File: config.mk
export PLATFORM = sky130hd
export DESIGN_NAME = disp_top
export DESIGN_NICKNAME = d
export VERILOG_FILES = /design/src/common/disp_pkg.sv /design/src/bcd/bcd_convert.sv /design/src/digit_scan.sv /design/src/disp_top.sv
export SDC_FILE = /design/constraint.sdc
export NUM_CORES = 1
export LEC_CHECK = 0
export BUFFER_PORTS_ARGS = -buffer_cell sky130_fd_sc_hd__buf_2
export CORE_AREA = 10 10 77 95
export CTS_CLUSTER_DIAMETER = 80
export DETAILED_ROUTE_END_ITERATION = 12
export DIE_AREA = 0 0 87 105
export PLACE_DENSITY = 0.83
export SYNTH_ARGS = -nofsm -noshare
export SYNTH_HDL_FRONTEND = slang
export SYNTH_SLANG_ARGS = --single-unit
File: constraint.sdc
create_clock -name in_clk -period 6.6 [get_ports in_clk]
set_input_delay 0.66 -clock in_clk [delete_from_list [all_inputs] [get_ports in_clk]]
set_output_delay 0.66 -clock in_clk [all_outputs]
set_load 0.005 [all_outputs]
File: src/common/disp_pkg.sv
// disp_pkg: shared widths, scan rate, converter states and segment codes of the readout
package disp_pkg;

	// binary input width
	localparam int DISP_VALUE_BITS = 10;

	// number of packed bcd digits
	localparam int DISP_DIGITS = 4;
	localparam int DISP_BCD_BITS = 4 * DISP_DIGITS;

	// cycles each digit stays selected
	localparam int DISP_SCAN_DIV = 4;
	localparam int DISP_SCAN_CNT_BITS = (DISP_SCAN_DIV > 1) ? $clog2(DISP_SCAN_DIV) : 1;
	localparam logic [DISP_SCAN_CNT_BITS-1:0] DISP_SCAN_LAST =
		DISP_SCAN_CNT_BITS'(DISP_SCAN_DIV - 1);

	// digit index of the scanner
	localparam int DISP_IDX_BITS = (DISP_DIGITS > 1) ? $clog2(DISP_DIGITS) : 1;
	localparam logic [DISP_IDX_BITS-1:0] DISP_IDX_LAST = DISP_IDX_BITS'(DISP_DIGITS - 1);

	// double-dabble sequencer states
	typedef enum logic [2:0] {
		idle,
		clear,
		shift,
		add,
		next_bit
	} conv_state_t;

	// bit 0 is segment a up to bit 6 segment g and a set bit is lit
	typedef logic [6:0] seg_code_t;

	localparam seg_code_t SEG_BLANK = 7'h00;

	// patterns for decimal digits 0 to 9
	localparam seg_code_t SEG_DIGIT [10] = '{
		7'h3f, 7'h06, 7'h5b, 7'h4f, 7'h66,
		7'h6d, 7'h7d, 7'h07, 7'h7f, 7'h6f
	};

endpackage

File: src/bcd/bcd_convert.sv
// bcd_convert: sequential shift-and-add-3 converter from a binary value to packed bcd digits
module bcd_convert #(
	parameter int in_bits    = disp_pkg::DISP_VALUE_BITS,
	parameter int num_digits = disp_pkg::DISP_DIGITS
) (
	input  logic                    in_clk,
	input  logic                    in_rst,
	input  logic                    start,
	input  logic [in_bits-1:0]      num,
	output logic [4*num_digits-1:0] bcd,
	output logic                    finished,
	output logic                    done
);

	localparam int bcd_w = 4 * num_digits;
	localparam int idx_w = (in_bits > 1) ? $clog2(in_bits) : 1;
	localparam int dig_w = (num_digits > 1) ? $clog2(num_digits) : 1;

	// msb first, top digit first
	localparam logic [idx_w-1:0] bit_first = idx_w'(in_bits - 1);
	localparam logic [dig_w-1:0] dig_first = dig_w'(num_digits - 1);

	disp_pkg::conv_state_t state;
	disp_pkg::conv_state_t state_next;

	logic [bcd_w-1:0]   acc;
	logic [bcd_w-1:0]   acc_next;
	logic [in_bits-1:0] num_q;
	logic [idx_w-1:0]   bit_idx;
	logic [idx_w-1:0]   bit_idx_next;
	logic [dig_w-1:0]   dig_idx;
	logic [dig_w-1:0]   dig_idx_next;
	logic [3:0]         cur_digit;
	logic               accept;
	logic               done_q;

	assign bcd      = acc;
	assign finished = (state == disp_pkg::idle);
	assign done     = done_q;

	// a start only counts while idle, a busy start is dropped
	assign accept = (state == disp_pkg::idle) && start;

	// digit under test in the add phase
	assign cur_digit = acc[dig_idx*4 +: 4];

	always_ff @(posedge in_clk or posedge in_rst) begin
		if (in_rst) begin
			state   <= disp_pkg::idle;
			acc     <= '0;
			bit_idx <= bit_first;
			dig_idx <= dig_first;
			done_q  <= 1'b0;
		end else begin
			state   <= state_next;
			acc     <= acc_next;
			bit_idx <= bit_idx_next;
			dig_idx <= dig_idx_next;
			// last shift is the one that returns to idle
			done_q  <= (state == disp_pkg::shift) && (bit_idx == '0);
		end
	end

	// input copy, held for the whole conversion
	always_ff @(posedge in_clk) begin
		if (accept) begin
			num_q <= num;
		end
	end

	always_comb begin
		state_next   = state;
		acc_next     = acc;
		bit_idx_next = bit_idx;
		dig_idx_next = dig_idx;

		unique case (state)
			disp_pkg::idle: begin
				if (start) begin
					// old result goes away with the new start
					acc_next   = '0;
					state_next = disp_pkg::clear;
				end
			end

			disp_pkg::clear: begin
				acc_next     = '0;
				bit_idx_next = bit_first;
				dig_idx_next = dig_first;
				state_next   = disp_pkg::shift;
			end

			disp_pkg::shift: begin
				acc_next = {acc[bcd_w-2:0], num_q[bit_idx]};
				// no correction after the lsb
				if (bit_idx != '0) begin
					state_next = disp_pkg::add;
				end else begin
					state_next = disp_pkg::idle;
				end
			end

			disp_pkg::add: begin
				// digit of 5 or more gets 3, no carry into the next nibble
				if (cur_digit >= 4'd5) begin
					acc_next[dig_idx*4 +: 4] = cur_digit + 4'd3;
				end
				if (dig_idx != '0) begin
					dig_idx_next = dig_idx - 1'b1;
				end else begin
					dig_idx_next = dig_first;
					state_next   = disp_pkg::next_bit;
				end
			end

			disp_pkg::next_bit: begin
				bit_idx_next = bit_idx - 1'b1;
				state_next   = disp_pkg::shift;
			end

			default: begin
				state_next = disp_pkg::idle;
			end
		endcase
	end

endmodule

File: src/digit_scan.sv
// digit_scan: latches finished bcd results and multiplexes them onto a seven-segment display
module digit_scan (
	input  logic                                in_clk,
	input  logic                                in_rst,
	input  logic                                load,
	input  logic [disp_pkg::DISP_BCD_BITS-1:0]  bcd,
	output disp_pkg::seg_code_t                 seg,
	output logic [disp_pkg::DISP_DIGITS-1:0]    digit_sel
);

	logic [disp_pkg::DISP_BCD_BITS-1:0]      disp_val;
	logic [disp_pkg::DISP_SCAN_CNT_BITS-1:0] scan_cnt;
	logic [disp_pkg::DISP_IDX_BITS-1:0]      idx;
	logic [disp_pkg::DISP_DIGITS-1:0]        zero_from;
	logic [3:0]                              nibble;
	logic                                    blank;

	// value on display is only replaced by a finished result
	always_ff @(posedge in_clk or posedge in_rst) begin
		if (in_rst) begin
			disp_val <= '0;
		end else if (load) begin
			disp_val <= bcd;
		end
	end

	// prescaler and digit index
	always_ff @(posedge in_clk or posedge in_rst) begin
		if (in_rst) begin
			scan_cnt <= '0;
			idx      <= '0;
		end else if (scan_cnt == disp_pkg::DISP_SCAN_LAST) begin
			scan_cnt <= '0;
			if (idx == disp_pkg::DISP_IDX_LAST) begin
				idx <= '0;
			end else begin
				idx <= idx + 1'b1;
			end
		end else begin
			scan_cnt <= scan_cnt + 1'b1;
		end
	end

	// set when digit i and every digit above it are zero
	always_comb begin
		zero_from[disp_pkg::DISP_DIGITS-1] =
			(disp_val[disp_pkg::DISP_BCD_BITS-1 -: 4] == 4'd0);
		for (int i = disp_pkg::DISP_DIGITS - 2; i >= 0; i--) begin
			zero_from[i] = (disp_val[i*4 +: 4] == 4'd0) && zero_from[i+1];
		end
	end

	assign nibble = disp_val[idx*4 +: 4];

	// leading zeros go dark, digit 0 always shows
	assign blank = (idx != '0) && zero_from[idx];

	always_comb begin
		if (blank || (nibble > 4'd9)) begin
			seg = disp_pkg::SEG_BLANK;
		end else begin
			seg = disp_pkg::SEG_DIGIT[nibble];
		end
	end

	// one-hot select of the current digit
	always_comb begin
		digit_sel      = '0;
		digit_sel[idx] = 1'b1;
	end

endmodule

File: src/disp_top.sv
// disp_top: decimal readout, binary to bcd conversion feeding a multiplexed segment display
module disp_top (
	input  logic                                 in_clk,
	input  logic                                 in_rst,
	input  logic                                 load,
	input  logic [disp_pkg::DISP_VALUE_BITS-1:0] value,
	output logic [disp_pkg::DISP_BCD_BITS-1:0]   bcd,
	output logic                                 ready,
	output disp_pkg::seg_code_t                  seg,
	output logic [disp_pkg::DISP_DIGITS-1:0]     digit_sel
);

	// one-cycle pulse at the end of a conversion
	logic conv_done;

	bcd_convert u_convert (
		.in_clk   (in_clk),
		.in_rst   (in_rst),
		.start    (load),
		.num      (value),
		.bcd      (bcd),
		.finished (ready),
		.done     (conv_done)
	);

	// display picks up the result right after done
	digit_scan u_scan (
		.in_clk    (in_clk),
		.in_rst    (in_rst),
		.load      (conv_done),
		.bcd       (bcd),
		.seg       (seg),
		.digit_sel (digit_sel)
	);

endmodule

==> results.txt, run 1 <==
----------------------------------------------------
[Status]
  Result of the run ... complete, no violations

[Yosys]
  Synthesis Warnings ... 0
  Complex-gate fraction of the synthesized area ... 14.73%
  Gate count of the mapped netlist ... 305
  Fraction of the mapped netlist area in simple logic gates ... 13.42%
  Synthesized-area fraction occupied by xor and xnor cells ... less than 1%
  Post-synth EDFFs ... 10
  Post-synthesis average cell area ... 10.97 µm²
  Mux contribution to synthesized area ... 16.49%
  Adder-Cell Fraction of Synth Area ... 6.729%
  Yosys reg bits ... 56
  Post-Synthesis Net Count ... roughly 340
  Combinational family with the most area after synthesis ... multiplexers
  Fraction of synthesis flops using an asynchronous set or reset pin ... 82.14%
  Mapped Area ... 3347 µm²
  Sequential cell area fraction in the yosys report ... 43.51%
  Leading register cell type out of synthesis ... sky130_fd_sc_hd__dfrtp_1
  Count of unique library cells instantiated by Yosys ... 50

[Placed design]
  Total of buffers placed on input and output ports ... 40
  Post-Place Setup Slack ... 3796 ps
  HPWL after DPL ... 5669 µm
  Gpl congestion ... about 0.9

[Critical path]
  Setup slack of the worst register-to-register path ... about 3900 ps
  Crit. End Element ... output pin
  Worst Reg-to-Reg Cells ... 6
  Chain of cells forming the critical path ... mux4_2 > inv_1 > ha_1 > nor2_1 > o21a_1 > a211oi_1 > buf_2
  Kind of start point of the critical path ... register
  Arrival time of data at the critical path endpoint ... 2470 ps
  WS Path Type ... reg2out
  Max Fanout on Critical Path ... 8
  Family of cells with the greatest summed delay on the critical path ... multiplexers
  Cell count along the critical path ... 7
  First element of the critical path ... u_scan.idx[0]
  Standard cell with the maximum stage delay on the critical path ... sky130_fd_sc_hd__mux4_2
  CP endpoint ... seg[2]
  Maximum single-stage delay on the critical path ... 610 ps
  Critical path data required time ... 5940 ps
  R2R Path End ... u_convert.bcd[4]
  Startpoint of the worst-slack reg-to-reg timing path ... u_convert.dig_idx[0]
  Worst path bufs/invs ... 2

[Global route]
  Pin count of the biggest net entering global routing ... 47
  Global routing usage summed across all routing layers ... 16.36%
  Wire length of the first global-routing pass ... 12310 µm
  Vias in the first global route ... between 2000 and 3000
  Sum of overflow across all layers after global routing ... 0
  Initial antenna violation count ... 0

[Drt]
  Vias ... 2553
  Number of antenna-violating nets in the routed design ... 0
  Sum of met3 wire segment lengths after detailed routing ... 578 µm
  Drt first pass iters ... 5
  Routed length on met1 ... between 2000 and 3000 µm
  Amount of wire on met2 after detailed routing ... 3867 µm
  DRC violation count after routing ... 0
  Post-DR wirelength/cell ... 18.80 µm
  Drt initial violations ... roughly 250
  Ratio of routed vias to standard cells ... 6.351
  Routed WL ... 7557 µm
  Top Metal Used ... met4

[Timing]
  Normalized max-slew margin ... 56.93%
  Final slew viol count ... 0
  Setup violation total in the final timing report ... 0
  Setup repair after global routing missed its margin ... no
  Fraction of the cycle the final worst path needs ... between 40% and 50%
  Final sum of negative setup slack ... 0 ps
  Setup ws final ... 3472 ps
  Worst-margin pin slew ... 646.0 ps
  Upper clock frequency limit ... 319.7 MHz
  Setup skew after layout ... 6.380 ps
  Final number of hold-violating endpoints ... 0
  Min Clock Period, post-route ... 3128 ps

[Layout]
  Final-stage net count ... roughly 370
  Ant. Diodes ... 0
  Layout-stage area growth over the synthesis result ... 9.159%
  Share of post-route cells with drive strength above 1 ... 25.15%

[Floorplanning]
  Chip Height ... ~110 µm
  Number of cell rows ... 30
  Area of the core ... 5443 µm²
  Die outline width ... just under 90 µm
  Overall die area ... 9135 µm²
  Effective utilization at floorplan ... 61.49%
  Count of boundary I/O pins ... 41

[Clock network]
  Cts repair resizes ... 0
  Number of levels in the clock H-tree ... 2
  Maximum buffer depth of the clock tree ... 2
  CTS tree ... built
  CTS hold repair buffers ... 0
  Library cell used as clock root buffer ... sky130_fd_sc_hd__clkbuf_8
  Post CTS Setup Buffer Count ... 0
  Clock tree sinks ... 56
  Clock buffers created by TritonCTS ... 5
  Clock transition at path regs ... ~90 ps
  Clock latency on the worst-skew pair ... 310 ps

[Pwr]
  Pleak ... roughly 1.6 nW
  Max rail drop VDD ... roughly 0.00026 V
  Power Density ... 428.5 nW/µm²

[Min path]
  Number of instances on the worst hold path ... 1
  HP Class ... reg2reg

[Job]
  Max-cap violations ... 0

----------------------------------------------------
==> through the flow <==
| stage | util [%] | hold WS, ps | power, mW | area, µm² | cells |
|---|---|---|---|---|---|
| 3_5_place_dp | 65.63 | 438.0 | 1.378 | 3572 | 395 |
| 6_report | 67.13 | 447.1 | 1.566 | 3654 | 402 |
| 5_1_grt | 67.13 | 477.4 | 1.674 | 3654 | 402 |
| 2_1_floorplan | - | 403.1 | 1.156 | 3347 | 305 |
| 4_1_cts | 67.13 | 451.9 | 1.560 | 3654 | 402 |
| 3_3_place_gp | 65.63 | 415.9 | 1.362 | 3572 | 395 |
==> metal layers <==
metal	global-route usage, %	vias up
li1	-	1189
met1	18.40	1227
met2	28.32	112
met3	3.963	25
met4	6.729	0
met5	0	-
==> cells in the mapped netlist (2+ instances only) <==
master,instances,area share (%)
sky130_fd_sc_hd__mux4_2,9,6.1
sky130_fd_sc_hd__nor2_1,20,2.2
sky130_fd_sc_hd__a22oi_1,10,2.2
sky130_fd_sc_hd__nor3_1,10,1.5
sky130_fd_sc_hd__and3b_1,2,0.52
sky130_fd_sc_hd__mux2_2,18,6.1
sky130_fd_sc_hd__ha_1,18,6.7
sky130_fd_sc_hd__buf_2,2,0.30
sky130_fd_sc_hd__inv_1,22,2.5
sky130_fd_sc_hd__o22a_1,3,0.79
sky130_fd_sc_hd__and2_1,3,0.56
sky130_fd_sc_hd__o311ai_0,3,0.79
sky130_fd_sc_hd__dfstp_2,4,3.1
sky130_fd_sc_hd__dfrtp_1,42,31
sky130_fd_sc_hd__nand2b_1,2,0.37
sky130_fd_sc_hd__nand4bb_1,3,1.0
sky130_fd_sc_hd__nand2_1,17,1.9
sky130_fd_sc_hd__clkbuf_1,11,1.2
sky130_fd_sc_hd__edfxtp_1,10,9.0
sky130_fd_sc_hd__o21ai_0,9,1.3
sky130_fd_sc_hd__or2_2,2,0.37
sky130_fd_sc_hd__a31oi_1,4,0.75
sky130_fd_sc_hd__xnor2_1,3,0.79
sky130_fd_sc_hd__a21oi_1,12,1.8
sky130_fd_sc_hd__nand3b_1,2,0.45
sky130_fd_sc_hd__nor2b_1,7,1.3
sky130_fd_sc_hd__nor4bb_1,2,0.60
sky130_fd_sc_hd__nor4_1,3,0.56
sky130_fd_sc_hd__o31ai_1,5,1.1
sky130_fd_sc_hd__and3_1,3,0.56
sky130_fd_sc_hd__o22ai_1,10,1.9
sky130_fd_sc_hd__o211ai_1,5,1.1
sky130_fd_sc_hd__mux2i_1,12,3.6
==> state kept, by name, indices dropped and copies added (netlist names) <==
signal	count
u_convert.bcd	16
u_scan.disp_val	16
u_convert.num_q	10
u_convert.bit_idx	4
u_convert.state	3
u_convert.dig_idx	2
u_scan.idx	2
u_scan.scan_cnt	2
u_convert.done	1
==> area by class of cell <==
| type | instances | area (µm²) |
|---|---|---|
| sequential | 56 | 1456 |
| timing repair buffer | 41 | 207.7 |
| clock inverter | 2 | 12.51 |
| multi-input combinational | 212 | 1745 |
| clock buffer | 5 | 68.82 |
| tap | 64 | 80.08 |
| inverter | 22 | 82.58 |
| fill | 420 | 1789 |
==> logic make-up after synthesis <==
family                   Yosys count
AO/OA/AOI/OAI                     69
buffers and inverters             37
flip-flops                        56
multiplexers                      40
AND/OR/NAND/NOR                   82
XOR/XNOR                           3
adder cells (fa/ha/maj)           18
==> cell usage in the layout (no fill, tap or decap), drive strengths merged, types with 3 or more instances in the layout <==
cell type / instances
a21oi: 12
a22oi: 10
a31oi: 4
and2: 3
and3: 3
buf: 41
clkbuf: 5
dfrtp: 42
dfstp: 4
edfxtp: 10
ha: 18
inv: 21
mux2: 18
mux2i: 12
mux4: 10
nand2: 17
nand4bb: 3
nor2: 21
nor2b: 7
nor3: 10
nor4: 3
o211ai: 5
o21ai: 9
o22a: 3
o22ai: 10
o311ai: 3
o31ai: 5
xnor2: 3
==> worst register-to-register path, stage by stage, from the launching register on <==
cell and delay (ps):
sky130_fd_sc_hd__dfstp_2 710, sky130_fd_sc_hd__mux4_1 710, sky130_fd_sc_hd__ha_1 250, sky130_fd_sc_hd__nand2b_1 190
sky130_fd_sc_hd__a211oi_4 450, sky130_fd_sc_hd__nor2_4 150, sky130_fd_sc_hd__mux2i_1 160
==> worst min-delay path by stage <==
stage / from / to / slack [ps]
after floorplan: u_scan.scan_cnt[0] / u_scan.scan_cnt[0] / 400
after global placement: u_scan.scan_cnt[0] / u_scan.scan_cnt[0] / 420
after detailed placement: u_scan.scan_cnt[0] / u_scan.scan_cnt[0] / 440
after CTS: u_scan.scan_cnt[0] / u_scan.scan_cnt[0] / 450
after global routing: u_scan.scan_cnt[0] / u_scan.scan_cnt[0] / 480
final: u_scan.scan_cnt[0] / u_scan.scan_cnt[0] / 450
==> report_power, final <==
group | switching (mW) | internal, mW
combinational | 0.427 | 0.352
clock | 0.109 | 0.0721
sequential | 0.155 | 0.450
(Power assumes the default switching activity.)
==> run 2: changes to the inputs <==
- CORE_AREA: 10 10 77 95 -> 10 10 83 102
- DIE_AREA: 0 0 87 105 -> 0 0 93 112
- PLACE_DENSITY: 0.83 -> 0.75
- clock period: 6.6 -> 2.8 ns (I/O delays scaled with it)
==> run 2 against run 1 <==
  * Sequential share of layout area fell by 0.85 points
  * Register-to-register slack got worse by 3600 ps
  * Non-clock buffer count rose by 3
  * Total power rose by 140%
  * Die area rose by 14%
  * Flip-flop and latch count did not move
  * Sequential power rose by 130%
  * First-iteration DRC count did not move
  * Critical path depth did not move
  * Design area rose by 2.3%
  * Highest routed layer unchanged
==> results.txt, run 2 (synthesis gave the netlist of run 1 again) <==
----------------------------------------------------
[Status]
  Result of the run ... complete, no violations

[Min path]
  HP Class ... in2async

[Timing]
  Fraction of the cycle the final worst path needs ... 93.67%
  Worst-margin pin slew ... 860.2 ps (+214.2 ps)
  Min Clock Period, post-route ... approximately 2600 ps
  Setup skew after layout ... 5.338 ps (-1.042 ps)
  Normalized max-slew margin ... 42.30% (-15 points)
  Setup repair after global routing missed its margin ... no
  Final slew viol count ... 0 (unchanged)
  Final number of hold-violating endpoints ... 0 (unchanged)
  Final sum of negative setup slack ... 0 ps (unchanged)
  Upper clock frequency limit ... 381.3 MHz
  Setup violation total in the final timing report ... 0 (unchanged)

[Clock network]
  Clock buffers created by TritonCTS ... 5 (unchanged)
  Clock tree sinks ... 56 (unchanged)
  Clock latency on the worst-skew pair ... 310 ps (about the same)
  Number of levels in the clock H-tree ... 2 (unchanged)
  Maximum buffer depth of the clock tree ... 2 (unchanged)
  Clock transition at path regs ... 100 ps (about the same)
  CTS hold repair buffers ... 0 (unchanged)
  CTS tree ... built
  Library cell used as clock root buffer ... sky130_fd_sc_hd__clkbuf_8

[Critical path]
  Kind of start point of the critical path ... register
  Setup slack of the worst register-to-register path ... 210 ps (-3640 ps)
  Arrival time of data at the critical path endpoint ... 2340 ps (-130 ps)
  Maximum single-stage delay on the critical path ... 570 ps (-40 ps)
  Crit. End Element ... output pin
  WS Path Type ... reg2out
  Critical path data required time ... 2520 ps (-3420 ps)
  Chain of cells forming the critical path ... mux4_2 > inv_1 > ha_1 > nor2_1 > o21a_1 > a211oi_1 > buf_2
  Standard cell with the maximum stage delay on the critical path ... sky130_fd_sc_hd__mux4_2
  Max Fanout on Critical Path ... 6 (-2)

[Drt]
  Vias ... 2552 (-0.039%)
  Post-DR wirelength/cell ... 18.36 µm (-2.4%)
  Ratio of routed vias to standard cells ... 5.949 (-6.3%)
  Drt initial violations ... 254 (unchanged)
  Number of antenna-violating nets in the routed design ... 0 (unchanged)
  Routed WL ... 7875 µm (+4.2%)
  DRC violation count after routing ... 0 (unchanged)
  Drt first pass iters ... 4 (-1)

[Layout]
  Fraction of the core area covered by cells at the end of the flow ... 57.27% (-9.9 points)
  Layout-stage area growth over the synthesis result ... 11.63%
  Final cell area excluding filler cells ... 3736 µm² (+2.3%)
  Commonest non-fill, non-tap cell in the layout ... sky130_fd_sc_hd__dfrtp_1
  Commonest cells after routing, fill and taps aside ... sky130_fd_sc_hd__dfrtp_1, sky130_fd_sc_hd__buf_2, sky130_fd_sc_hd__inv_1
  Final Instance Count excl. Fillers ... 429 (+6.7%)
  Fill count ... 585 (+39%)
  Final-stage net count ... 372 (+0.81%)
  Ant. Diodes ... 0 (unchanged)
  Share of post-route cells with drive strength above 1 ... 26.02% (+0.88 points)

[Placed design]
  Gpl congestion ... 0.9039 (-1.7%)
  Total instance count after detailed placement ... 420 (+6.3%)
  Total of buffers placed on input and output ports ... 40 (unchanged)
  HPWL after DPL ... 6011 µm (+6.0%)
  Area of placed instances ... 3616 µm² (+1.2%)

[Pwr]
  Pleak ... 1.661 nW (+1.8%)
  Total power of the final layout ... 3.827 mW (+140%)
  Power Density ... 1024 nW/µm² (+140%)
  Max rail drop VDD ... 0.0005581 V (+110%)

[Floorplanning]
  Count of boundary I/O pins ... 41 (unchanged)
  Chip Height ... 112 µm (+6.7%)
  Number of cell rows ... 33 (+10%)
  Overall die area ... 10420 µm² (+14%)
  Die outline width ... 93 µm (+6.9%)
  Area of the core ... 6524 µm² (+20%)
  Effective utilization at floorplan ... 51.30% (-10 points)

[Global route]
  Sum of overflow across all layers after global routing ... 0 (unchanged)
  Global routing usage summed across all routing layers ... 15.18% (-1.2 points)
  Met3 usage ... 2.755% (-1.2 points)
  Global-route met2 utilization ... 28.10% (-0.21 points)
  Met1 Track Usage GR ... 16.73% (-1.7 points)
  Wire length of the first global-routing pass ... 12930 µm (+5.0%)
  Initial antenna violation count ... 0 (unchanged)
  Pin count of the biggest net entering global routing ... 25 (-47%)
  Most used routing layer in global routing ... met2
  Vias in the first global route ... 2542 (+1.1%)

[Job]
  Max-cap violations ... 0 (unchanged)

----------------------------------------------------
[run 2: cell types whose count changed in the layout (fill, tap and decap cells not counted), sizes merged]
cell / change
bufinv: +1
inv: +1
clkinv: -1
clkinvlp: -1
clkbuf: +1
buf: +3
[run 2: cell type report]
type	count	area, µm²	area share, %
clock inverter	2	38.79	1.038
tap	87	108.9	2.914
clock buffer	6	72.57	1.942
sequential	56	1458	39.02
inverter	22	82.58	2.210
multi-input combinational	212	1745	46.72
timing repair buffer	44	230.2	6.162
[run 2: path summary, 6_finish.rpt]
path | from | endpoint | cells after the start
worst min register to register | u_scan.scan_cnt[0] | u_scan.scan_cnt[0] | 1
worst max-delay path | u_scan.idx[0] | seg[2] | 7
worst min-delay path | in_rst | u_scan.disp_val[9] | 2
max in group asynchronous | in_rst | u_scan.disp_val[15] | 3
min in group in_clk | value[9] | u_convert.num_q[9] | 1
worst max register to register | u_convert.dig_idx[0] | u_convert.bcd[5] | 8
[run 2: stage by stage]
step | setup slack [ps] | hold slack, ps
after floorplan | 387.3 | 378.9
after global placement | 350.9 | 376.4
after detailed placement | 255.1 | 390.3
after CTS | 101.3 | 46.74
after global routing | 6.231 | 60.91
final | 177.2 | 20.45
[run 2: routing by layer]
metal | vias up | wire length (µm) | part of all wire, %
li1 | 1199 | - | -
met5 | - | 0 | 0
met4 | 0 | 126 | 1.6
met3 | 12 | 401 | 5.1
met1 | 1260 | 3116 | 40
met2 | 81 | 4230 | 54
[run 2: critical path: cells and delay by family, from the launching register on]
kind,cells,cell delay [ps]
buffers and inverters,2,280
flip-flops,1,450
AO/OA/AOI/OAI,2,440
adder cells (fa/ha/maj),1,220
multiplexers,1,570
AND/OR/NAND/NOR,1,60
[run 2: repair_timing]
item                       4_1_cts  5_1_grt
gates resized for setup          1        0
buffers inserted                 0        1
setup endpoints to repair        1        5
[run 2: report_power, final]
group | internal, mW | leakage [nW] | switching (mW)
sequential | 1.06 | 0.698 | 0.322
combinational | 0.849 | 0.907 | 1.06
clock | 0.271 | 0.0558 | 0.263
total | 2.18 | 1.66 | 1.65
